## src/noc_chain_pkg.sv

```systemverilog
// ========================================================================
// shared word types and constants for the NoC test chain
// ========================================================================

package noc_chain_pkg;

    // datapath width, same on every link
    localparam int noc_dw = 32;

    typedef logic [noc_dw-1:0] word_t;
    typedef logic [31:0] seq_t;

    // 4-tap FIR, index 0 weights the newest sample
    localparam logic [7:0] fir_coef [4] = '{8'd1, 8'd3, 8'd3, 8'd1};

    // scrambler
    localparam word_t scramble_key = 32'h5a3c_96e1;
    localparam int unsigned rot_amount = 5;
    // picked by seq mod 4
    localparam word_t round_const [4] = '{
        32'h428a2f98, 32'h71374491, 32'hb5c0fbcf, 32'he9b5dba5
    };

    // OR'ed into the eight adder tree terms
    localparam word_t mask_const [8] = '{
        32'h67452301, 32'hefcdab89, 32'h98badcfe, 32'h10325476,
        32'hc3d2e1f0, 32'h5a827999, 32'h6ed9eba1, 32'h8f1bbcdc
    };

    // constant multiplier after the tree
    localparam word_t mask_mult = 32'd13;

endpackage

```

## src/traffic_generator.sv

```systemverilog
// ========================================================================
// 4-tap FIR traffic source with a valid/ready output register
// ========================================================================
`timescale 1ns/10ps

module traffic_generator (
    input  logic                 clk,
    input  logic                 reset,
    input  noc_chain_pkg::word_t data_in,
    input  logic                 in_valid,
    output logic                 in_ready,
    output noc_chain_pkg::word_t tg_data,
    output logic                 tg_valid,
    input  logic                 tg_ready
);
    import noc_chain_pkg::*;

    // delay line, x1 is the previous accepted sample
    word_t x1;
    word_t x2;
    word_t x3;
    word_t fir_y;
    // low for the first cycle out of reset
    logic  started;
    logic  accept;

    // take a sample when the output slot is free or draining
    assign in_ready = started && (!tg_valid || tg_ready);
    assign accept   = in_valid && in_ready;

    // products wrap at 32 bits
    always_comb begin
        fir_y = word_t'(fir_coef[0]) * data_in
              + word_t'(fir_coef[1]) * x1
              + word_t'(fir_coef[2]) * x2
              + word_t'(fir_coef[3]) * x3;
    end

    always_ff @(posedge clk) begin
        if (reset) begin
            started  <= 1'b0;
            tg_valid <= 1'b0;
            x1       <= '0;
            x2       <= '0;
            x3       <= '0;
        end else begin
            started <= 1'b1;
            if (accept) begin
                // history only moves on accepted samples
                x1       <= data_in;
                x2       <= x1;
                x3       <= x2;
                tg_valid <= 1'b1;
            end else if (tg_ready) begin
                tg_valid <= 1'b0;
            end
        end
    end

    // result word, held while stalled
    always_ff @(posedge clk) begin
        if (accept) begin
            tg_data <= fir_y;
        end
    end

endmodule

```

## src/master_interface.sv

```systemverilog
// ========================================================================
// four-phase sender taking one word at a time from the FIR stream
// ========================================================================
`timescale 1ns/10ps

module master_interface (
    input  logic                 clk,
    input  logic                 reset,
    input  noc_chain_pkg::word_t tg_data,
    input  logic                 tg_valid,
    output logic                 tg_ready,
    output noc_chain_pkg::word_t link_data,
    output logic                 link_req,
    input  logic                 link_ack
);

    typedef enum logic [1:0] {
        M_IDLE,
        M_REQ,
        M_RELEASE
    } m_state_t;

    m_state_t state;

    // a new word only enters between transfers
    assign tg_ready = (state == M_IDLE);
    assign link_req = (state == M_REQ);

    always_ff @(posedge clk) begin
        if (reset) begin
            state <= M_IDLE;
        end else begin
            case (state)
                M_IDLE: if (tg_valid) state <= M_REQ;
                // wait for the receiver to capture
                M_REQ: if (link_ack) state <= M_RELEASE;
                // req is low now, wait for ack to follow
                M_RELEASE: if (!link_ack) state <= M_IDLE;
                default: state <= M_IDLE;
            endcase
        end
    end

    // bus stays stable for the whole req phase
    always_ff @(posedge clk) begin
        if (state == M_IDLE && tg_valid) begin
            link_data <= tg_data;
        end
    end

endmodule

```

## src/noc_link_adapter.sv

```systemverilog
// ========================================================================
// router hop: four-phase receiver, circular FIFO, four-phase sender
// ========================================================================
`timescale 1ns/10ps

module noc_link_adapter #(
    parameter int FIFO_DEPTH = 2,
    parameter int DATA_W     = noc_chain_pkg::noc_dw
) (
    input  logic              clk,
    input  logic              reset,
    input  logic [DATA_W-1:0] rx_data,
    input  logic              rx_req,
    output logic              rx_ack,
    output logic [DATA_W-1:0] tx_data,
    output logic              tx_req,
    input  logic              tx_ack
);

    // pointer needs at least one bit
    localparam int AW = (FIFO_DEPTH > 1) ? $clog2(FIFO_DEPTH) : 1;
    localparam int CW = $clog2(FIFO_DEPTH + 1);

    logic [DATA_W-1:0] mem [FIFO_DEPTH];
    logic [AW-1:0]     wr_ptr;
    logic [AW-1:0]     rd_ptr;
    logic [CW-1:0]     count;
    logic              push;
    logic              pop;

    // ack withheld while full, which backs up the upstream link
    assign push = rx_req && !rx_ack && (count != CW'(FIFO_DEPTH));
    // launch only when the previous transfer is fully released
    assign pop  = !tx_req && !tx_ack && (count != '0);

    always_ff @(posedge clk) begin
        if (reset) begin
            rx_ack <= 1'b0;
            tx_req <= 1'b0;
            wr_ptr <= '0;
            rd_ptr <= '0;
            count  <= '0;
        end else begin
            // receiver side
            if (push) begin
                rx_ack <= 1'b1;
                wr_ptr <= (wr_ptr == AW'(FIFO_DEPTH - 1)) ? '0 : wr_ptr + AW'(1);
            end else if (rx_ack && !rx_req) begin
                rx_ack <= 1'b0;
            end
            // sender side
            if (pop) begin
                tx_req <= 1'b1;
                rd_ptr <= (rd_ptr == AW'(FIFO_DEPTH - 1)) ? '0 : rd_ptr + AW'(1);
            end else if (tx_req && tx_ack) begin
                tx_req <= 1'b0;
            end
            count <= count + CW'(push) - CW'(pop);
        end
    end

    // storage and outgoing bus
    always_ff @(posedge clk) begin
        if (push) begin
            mem[wr_ptr] <= rx_data;
        end
        if (pop) begin
            tx_data <= mem[rd_ptr];
        end
    end

endmodule

```

## src/slave_interface.sv

```systemverilog
// ========================================================================
// four-phase receiver, one-cycle valid pulse per flit
// ========================================================================
`timescale 1ns/10ps

module slave_interface (
    input  logic                 clk,
    input  logic                 reset,
    input  noc_chain_pkg::word_t link_data,
    input  logic                 link_req,
    output logic                 link_ack,
    output noc_chain_pkg::word_t s_data,
    output logic                 s_valid
);

    logic capture;

    // new flit: req up, ack not yet given
    assign capture = link_req && !link_ack;

    always_ff @(posedge clk) begin
        if (reset) begin
            link_ack <= 1'b0;
            s_valid  <= 1'b0;
        end else begin
            // sink is always ready, so no stall here
            s_valid <= capture;
            if (capture) begin
                link_ack <= 1'b1;
            end else if (link_ack && !link_req) begin
                // sender released, close the handshake
                link_ack <= 1'b0;
            end
        end
    end

    always_ff @(posedge clk) begin
        if (capture) begin
            s_data <= link_data;
        end
    end

endmodule

```

## src/traffic_processor.sv

```systemverilog
// ========================================================================
// word scrambler with round constant and delivered-word counter
// ========================================================================
`timescale 1ns/10ps

module traffic_processor (
    input  logic                 clk,
    input  logic                 reset,
    input  noc_chain_pkg::word_t s_data,
    input  logic                 s_valid,
    output noc_chain_pkg::word_t enc_data,
    output noc_chain_pkg::seq_t  seq,
    output logic                 tp_valid
);
    import noc_chain_pkg::*;

    // words delivered so far
    seq_t  word_count;
    word_t mixed;

    function automatic word_t rotl(input word_t x, input int unsigned n);
        return (x << n) | (x >> (noc_dw - n));
    endfunction

    // key xor, rotate, then add the round constant for this slot
    always_comb begin
        mixed = rotl(s_data ^ scramble_key, rot_amount)
              + round_const[word_count[1:0]];
    end

    always_ff @(posedge clk) begin
        if (reset) begin
            word_count <= '0;
            tp_valid   <= 1'b0;
        end else begin
            tp_valid <= s_valid;
            if (s_valid) begin
                word_count <= word_count + seq_t'(1);
            end
        end
    end

    // seq tags the word with its own index, starting at 0
    always_ff @(posedge clk) begin
        if (s_valid) begin
            enc_data <= mixed;
            seq      <= word_count;
        end
    end

endmodule

```

## src/spread_mask_stage.sv

```systemverilog
// ========================================================================
// 3-stage adder tree and multiplier building the output mask
// ========================================================================
`timescale 1ns/10ps

module spread_mask_stage (
    input  logic                 clk,
    input  logic                 reset,
    input  noc_chain_pkg::word_t enc_data,
    input  noc_chain_pkg::seq_t  seq,
    input  logic                 tp_valid,
    output noc_chain_pkg::word_t data_out,
    output logic                 out_valid
);
    import noc_chain_pkg::*;

    word_t term [8];
    word_t pair_sum [4];
    word_t tree_sum;
    word_t mask;
    // word travelling next to its mask
    word_t enc_s1;
    word_t enc_s2;
    logic  valid_s1;
    logic  valid_s2;

    // eight terms off the sequence number
    always_comb begin
        term[0] = seq | mask_const[0];
        for (int i = 1; i < 8; i++) begin
            term[i] = (word_t'(i) * seq + word_t'(i)) | mask_const[i];
        end
    end

    assign mask = tree_sum * mask_mult;

    always_ff @(posedge clk) begin
        if (reset) begin
            valid_s1  <= 1'b0;
            valid_s2  <= 1'b0;
            out_valid <= 1'b0;
        end else begin
            valid_s1  <= tp_valid;
            valid_s2  <= valid_s1;
            out_valid <= valid_s2;
        end
    end

    always_ff @(posedge clk) begin
        // stage 1, pairwise adds
        for (int k = 0; k < 4; k++) begin
            pair_sum[k] <= term[2*k] + term[2*k+1];
        end
        enc_s1 <= enc_data;
        // stage 2, sum of pairs
        tree_sum <= pair_sum[0] + pair_sum[1] + pair_sum[2] + pair_sum[3];
        enc_s2   <= enc_s1;
        // stage 3, multiply and mask
        data_out <= enc_s2 & mask;
    end

endmodule

```

## src/spread_noc_chain.sv

```systemverilog
// ========================================================================
// chain top: FIR source, two router hops, scrambler and mask stage
// ========================================================================
`timescale 1ns/10ps

module spread_noc_chain #(
    parameter int FIFO_DEPTH = 2
) (
    input  logic                 clk,
    input  logic                 reset,
    input  noc_chain_pkg::word_t data_in,
    input  logic                 in_valid,
    output logic                 in_ready,
    output noc_chain_pkg::word_t data_out,
    output logic                 out_valid
);
    import noc_chain_pkg::*;

    // FIR to master
    word_t tg_data;
    logic  tg_valid;
    logic  tg_ready;
    // master to hop one
    word_t m_data;
    logic  m_req;
    logic  m_ack;
    // hop one to hop two
    word_t h1_data;
    logic  h1_req;
    logic  h1_ack;
    // hop two to slave
    word_t h2_data;
    logic  h2_req;
    logic  h2_ack;
    // output side
    word_t s_data;
    logic  s_valid;
    word_t enc_data;
    seq_t  seq;
    logic  tp_valid;

    traffic_generator tg (
        .clk, .reset, .data_in, .in_valid, .in_ready,
        .tg_data, .tg_valid, .tg_ready
    );

    master_interface mi (
        .clk, .reset, .tg_data, .tg_valid, .tg_ready,
        .link_data(m_data), .link_req(m_req), .link_ack(m_ack)
    );

    noc_link_adapter #(.FIFO_DEPTH(FIFO_DEPTH), .DATA_W(noc_dw)) hop_one (
        .clk, .reset,
        .rx_data(m_data), .rx_req(m_req), .rx_ack(m_ack),
        .tx_data(h1_data), .tx_req(h1_req), .tx_ack(h1_ack)
    );

    noc_link_adapter #(.FIFO_DEPTH(FIFO_DEPTH), .DATA_W(noc_dw)) hop_two (
        .clk, .reset,
        .rx_data(h1_data), .rx_req(h1_req), .rx_ack(h1_ack),
        .tx_data(h2_data), .tx_req(h2_req), .tx_ack(h2_ack)
    );

    slave_interface si (
        .clk, .reset,
        .link_data(h2_data), .link_req(h2_req), .link_ack(h2_ack),
        .s_data, .s_valid
    );

    traffic_processor tp (
        .clk, .reset, .s_data, .s_valid, .enc_data, .seq, .tp_valid
    );

    // mask follows the delivered sequence number
    spread_mask_stage sm (
        .clk, .reset, .enc_data, .seq, .tp_valid, .data_out, .out_valid
    );

endmodule

```

## config.mk

```make
export PLATFORM = sky130hd
export DESIGN_NAME = spread_noc_chain
export DESIGN_NICKNAME = d
export VERILOG_FILES = /design/src/noc_chain_pkg.sv /design/src/traffic_generator.sv /design/src/master_interface.sv /design/src/noc_link_adapter.sv /design/src/slave_interface.sv /design/src/traffic_processor.sv /design/src/spread_mask_stage.sv /design/src/spread_noc_chain.sv
export SDC_FILE = /design/constraint.sdc
export NUM_CORES = 2
export LEC_CHECK = 0
export BUFFER_PORTS_ARGS = -buffer_cell sky130_fd_sc_hd__buf_2
export CORE_MARGIN = 4
export CORE_UTILIZATION = 65
export DETAILED_ROUTE_END_ITERATION = 12
export GPL_ROUTABILITY_DRIVEN = 1
export PLACE_DENSITY = 0.8
export SYNTH_ARGS = -nofsm -noshare
export SYNTH_HDL_FRONTEND = slang
export SYNTH_SLANG_ARGS = --single-unit
```

## constraint.sdc

```tcl
create_clock -name clk -period 11.6 [get_ports clk]
set_input_delay 0.58 -clock clk [delete_from_list [all_inputs] [get_ports clk]]
set_output_delay 0.58 -clock clk [all_outputs]
set_load 0.05 [all_outputs]
```

[After elaboration in Yosys (flattened, before gate mapping)]
Memory sizes are Yosys's and may differ from the RTL's. A register that Yosys moved wholly into a read port is not among the register bits.
Cells that the tools add are included.
Operators by class
  multiply operators: 7
  reduce and logical (&&, ||, !) cells: 35
  bitwise gates (word level): 4
  add/sub/neg operators: 27
  equal/unequal tests: 7
  order comparisons: 1
  mux-type cells: 28
Operators with widths (count)
  $add 32x32->32: 11
  $mul 2x32->32 const A: 3
  $add 32x3->32 const B: 2
  $bmux 32 s2: 1
  $mux 32: 2
  $add 32x1->32 const B: 1
  $add 32x2->32 const B: 1
  $and 32x32->32: 1
  $mul 2x32->31 const A: 1
  $mul 3x32->31 const A: 1
  $mul 3x32->32 const A: 1
  $mul 32x4->32 const B: 1
  $or 32x5->32: 1
  $add 31x2->31 const B: 1
  $add 31x3->31 const B: 1
  $add 30x3->30 const B: 1
  $add 29x1->29 const B: 1
  $mux 1: 21
  $logic_and 1x1->1: 17
  $not 16->16: 1
  $reduce_bool 2->1: 8
  $ne 2x2->1 const B: 4
  $logic_not 1->1: 7
  $mux 2: 3
  other kinds (12): 17
Storage, ports and cells
  input port bits: 35
  memory bits (writable): 256
  bits in registers: 438
  word-level logic and storage cells: 144
  memories: 3
Memory list
  sm.pair_sum: words 4, bits a word 32, rd ports 4, clocked after memory_dff 0, wr ports 4, line spread_mask_stage.sv:18  | word_t pair_sum [4];
  hop_one.mem: words 2, bits a word 32, rd ports 1, clocked after memory_dff 1, wr ports 1, line noc_link_adapter.sv:24  | logic [DATA_W-1:0] mem [FIFO_DEPTH];
  hop_two.mem: words 2, bits a word 32, rd ports 1, clocked after memory_dff 1, wr ports 1, line noc_link_adapter.sv:24

[Longest topological paths before layout]
  word-level depth: 5
  depth in mapped cells: 22
  mapped depth without buffers: 21

[Hierarchy]
From an unflattened synthesis, not the netlist that was laid out.
Second synthesis, totals
  cells, all modules: 4085
  area total of the unflattened synthesis: 43626.8 um^2
By module, submodules not included
  spread_mask_stage: cells an instance 2099, instances 1, area each 19716.4 um^2
  traffic_generator: cells an instance 1080, instances 1, area each 9417.8 um^2
  noc_link_adapter: cells an instance 163, instances 2, area each 3573.4 um^2
  traffic_processor: cells an instance 499, instances 1, area each 5250.0 um^2
  master_interface: cells an instance 42, instances 1, area each 1058.5 um^2
  slave_interface: cells an instance 39, instances 1, area each 1037.2 um^2

[Worst setup path before layout]
Ideal clock, no wire load.
  path kind: input port to flip-flop
  from: in data_in[2]
  to: reg tg.tg_data[30], data pin
  data arrival time: 4.802 ns
  slack: 6.532 ns
  stages: 18
  cells stage by stage: fa_1 inv_1 fa_1 inv_1 fa_1 ha_1 fa_1 a21o_1 a21oi_1 nand2b_1 a21oi_1 a221o_1 a311o_1 a21boi_0 or3_1 nand2_1 o41ai_1 xnor2_1
On the way
  longest elaborated chain between the ends: 3
RTL lines
  start, declared: line spread_noc_chain.sv:11  | input noc_chain_pkg::word_t data_in,
  $add 32x32->32: line traffic_generator.sv:34  | + word_t'(fir_coef[1]) * x1
  $add 32x32->32: line traffic_generator.sv:35  | + word_t'(fir_coef[2]) * x2
  $add 32x32->32: line traffic_generator.sv:36  | + word_t'(fir_coef[3]) * x3;
  named net tg.fir_y[30]: line traffic_generator.sv:22  | word_t fir_y;
  end signal, assigned: line traffic_generator.sv:63  | tg_data <= fir_y;
  end, declared: line traffic_generator.sv:12  | output noc_chain_pkg::word_t tg_data,
The timed path passes the listed nets, and every way through them passes these cells.
A chain may end at the register's enable or synchronous reset.

[Worst setup path after layout]
  from: reg tg.x2[2]
  to: reg tg.tg_data[30], data pin
On the way
  longest elaborated chain between the ends: 3
RTL lines
  start, declared: line traffic_generator.sv:20  | word_t x2;
  start signal, assigned: line traffic_generator.sv:44  | x2 <= '0;
  start signal, assigned: line traffic_generator.sv:51  | x2 <= x1;
  $mul 2x32->32: line traffic_generator.sv:35
  $add 32x32->32: line traffic_generator.sv:35
  $add 32x32->32: line traffic_generator.sv:36
  named net tg.fir_y[30]: line traffic_generator.sv:22
The timed path passes the listed nets, and every way through them passes these cells.

==> Flow_metrics.wiki <==
{| class="wikitable"
! Metric !! Value
|-
| Run status || finished, final reports clean
|-
| Global-route track usage on met2 || 41.07%
|-
| Setup-violating endpoint count in the final report || 0
|-
| Placeable core region || approximately 0.064 mm^2
|-
| Final design utilization || 71.58%
|-
| CP Max Fanout || 4
|-
| Number of placement rows || 93
|-
| Worst slew slack as a fraction of its limit || 33.49%
|-
| Half-perimeter wire length after placement || slightly below 60 mm
|-
| Vias in the first global route || 27310
|-
| Share of async-settable or async-resettable flops after synthesis || 0%
|-
| Unrepaired setup endpoints after global routing || false
|-
| Clock transition time at the flip-flop clock pins of the worst setup and hold paths || about 60 ps
|-
| GRT met1 Usage || between 20% and 30%
|-
| Layout cells sized above 1 || under 10%
|-
| Die outline area || 0.06913 mm^2
|-
| Count of port buffers added during placement || around 70
|-
| Total negative setup slack || 0 ps
|-
| Number of flops mapped to enable cells by yosys || approximately 350
|-
| Number of flip-flops under the largest register name || just over 100
|-
| Final-report hold violation count || 0
|-
| Root Driver || clkbuf_16
|-
| Number of buffers between clock root and the deepest sink || 3
|-
| DRT antenna net count || 0
|-
| Commonest non-fill, non-tap cell in the layout || inv_1
|-
| Number of diodes added for antenna fixing || 0
|-
| Most frequently used flop master after synthesis || dfxtp_1
|-
| Register-to-register path setup slack || about 6200 ps
|-
| Sum of routed wire length over all layers || between 70 and 80 mm
|-
| Biggest register || sm.pair_sum
|-
| Sinks on Clock Net || 733
|-
| Global routing usage on met3 || around 2.9%
|-
| Instance count of the mapped netlist || around 4000
|-
| Worst Hold Margin || slightly below 200 ps
|-
| Die width || 262.9 um
|-
| Largest net degree at the start of global routing || 98
|-
| Post-synthesis cell area || about 0.042 mm^2
|-
| Number of detailed-routing iterations run before antenna repair || 7
|-
| YS warnings || 0
|-
| Post-route standard cell area excluding fillers || 0.04606 mm^2
|-
| Number of setup buffers added after CTS || 0
|-
| Number of max-cap violations || 0
|-
| Number of levels in the clock H-tree || 3
|-
| Cells along the critical path || inv_1 > fa_1 > inv_1 > fa_1 > inv_1 > fa_1 > inv_1 > fa_1 > a21o_1 > a21oi_1 > nand2b_1 > a21oi_1 > a221o_1 > a311o_1 > a21boi_0 > or3_1 > nand2_1 > o41ai_1 > xnor2_1
|-
| Actual transition at the worst max-transition pin || between 900 and 1000 ps
|-
| Type of the most critical hold path || in -> reg
|-
| Worst skew pair latency || 620 ps
|-
| Wire length of the first global-routing pass || 129.4 mm
|-
| Final estimated routing congestion in global placement || about 0.9
|-
| GRT Max-Usage Layer || met2
|-
| Initial antenna violation count || 0
|-
| Time the final worst path needs with I/O delays and setup || around 5400 ps
|-
| Starting Density || 65.64%
|-
| Commonest non-fill, non-tap cells in the layout || inv_1 (698), ha_1 (453), dfxtp_1 (378)
|-
| Setup crit start kind || flop
|-
| Distinct cell type count of the synthesized netlist || roughly 80
|-
| Number of synthesized register bits || between 700 and 800
|-
| TritonCTS clock tree || built
|-
| Cts repair resizes || 0
|-
| Vertical extent of the die || between 200 and 300 um
|-
| Worst Path Class, Setup || reg -> reg
|-
| Mean instance size in the synthesized netlist || between 10 and 15 um^2
|-
| Achievable Freq || ~0.19 GHz
|-
| Slowest stage cell, crit path || fa_1
|-
| Final Skew || approximately 32 ps
|-
| Ports || slightly below 70
|-
| Regs by FF count || sm.pair_sum: 103 flops, hop_one.mem: 64 flops, hop_two.mem: 64 flops
|-
| Avg WL per Cell || approximately 16 um
|-
| Worst Path Arrival || between 5000 and 6000 ps
|-
| Hold-fix buffer count after cts || 0
|-
| Critical Path Max Stage Delay || 540 ps
|-
| Sequential area share after synthesis || between 40% and 50%
|-
| Via count normalized by instance count || 5.391
|-
| Nets || 4731
|-
| Syn_nets || between 4000 and 5000
|-
| Starting DRC count in detailed routing || between 1000 and 1500
|-
| Nature of the critical path endpoint || flop
|-
| Data required time of the critical path || 11970 ps
|-
| Fin. max-slew vios || 0
|-
| Post-route clock period utilization || between 40 and 50%
|-
| DRC Markers || 0
|-
| Total routing usage reported by global routing || 22.49%
|-
| Total via count in the routed design || 26500
|-
| Layout area overhead || 9.043%
|-
| Final global-route overflow total || 0
|-
| Fillers || between 4000 and 5000
|-
| Cts bufs inserted || 75
|-
| Cell Area, Placed || about 0.044 mm^2
|}
==> final cells by class <==
| type | instances | area (um^2) | share of cell area (%) |
|---|---|---|---|
| Clock inverter | 41 | 460.4 | 0.9996 |
| Timing Repair Buffer | 78 | 417.9 | 0.9073 |
| Sequential cell | 733 | 18200 | 39.52 |
| Inverter | 699 | 2626 | 5.702 |
| Clock buffer | 96 | 2059 | 4.471 |
| Tap cell | 855 | 1070 | 2.323 |
| Multi-Input combinational cell | 2413 | 21220 | 46.08 |
==> worst max-delay path, delay by kind of cell, from the launching register on <==
family / cells / cell delay, ps
fa+ha+maj: 4 / 2030
xor+xnor: 1 / 120
buf+inv: 4 / 260
compound gates: 7 / 1890
flops: 1 / 410
simple gates: 3 / 400
==> logic make-up (layout without fill, tap and decap cells) <==
family	after synthesis	count (layout)	share of synthesized area, %
DFF	733	733	43.08
xor gates and xnor gates	298	298	6.179
and+or+nand+nor	764	764	8.623
adders and majority gates	696	696	24.93
buffers and inverters	755	914	6.745
AOI/OAI and AO/OA	587	587	8.637
muxes	68	68	1.801
==> path summary, 6_finish.rpt <==
path	start	end	depth (start not counted)
worst min-delay path	data_in[11]	tg.x1[11]	3
worst max-delay path	tg.x2[2]	tg.tg_data[30]	19
worst max register to register	tg.x2[2]	tg.tg_data[30]	19
worst min register to register	sm.enc_s1[21]	sm.enc_s2[21]	0
==> routing by layer <==
layer | share of wire [%] | wire, um
met1 | 42 | 32530
met2 | 51 | 39810
met3 | 3.8 | 2929
met4 | 2.7 | 2067
met5 | 0 | 0
==> Yosys cell counts, types with 6 or more instances <==
library cell  number  area (um^2)
mux2_2            64        720.7
inv_1            698         2620
nor2_1           149        559.3
o21bai_1          21        157.7
clkbuf_1          52        195.2
nor4_1             6        37.54
nand2_1          306         1149
nor2b_1           36        225.2
or3_1             16        100.1
fa_1             243         4865
nand4b_1           6        52.55
o31ai_1            8        60.06
xor2_1           116         1016
edfxtp_1         352        10570
nand3b_1           7        52.55
and3_1            25        156.4
nand2b_1          28        175.2
o31a_1             8        70.07
or2_2              7        43.79
a31o_2             6        52.55
a31oi_1           19        118.9
a21oi_1          252         1261
a21o_1            71        533.0
a211oi_1          16        120.1
ha_1             453         5668
o21a_1            20        150.1
o211ai_1           8        60.06
and2_1            34        212.7
xnor2_1          182         1594
nor3_1            38        190.2
nand3_1           48        240.2
dfxtp_1          381         7627
o211a_1            6        60.06
a21boi_0           7        52.55
nand4_1           26        162.7
o21ai_0           89        445.4
==> stage by stage <==
step	cells	setup slack, ps
2_1_floorplan	3901	6532
3_3_place_gp	4778	6137
3_5_place_dp	4778	5999
4_1_cts	4915	6223
5_1_grt	4915	5862
6_report	4915	6209
Power is not shown: default switching activity piles up to over one toggle a cycle in this logic, so the estimate is an artifact.
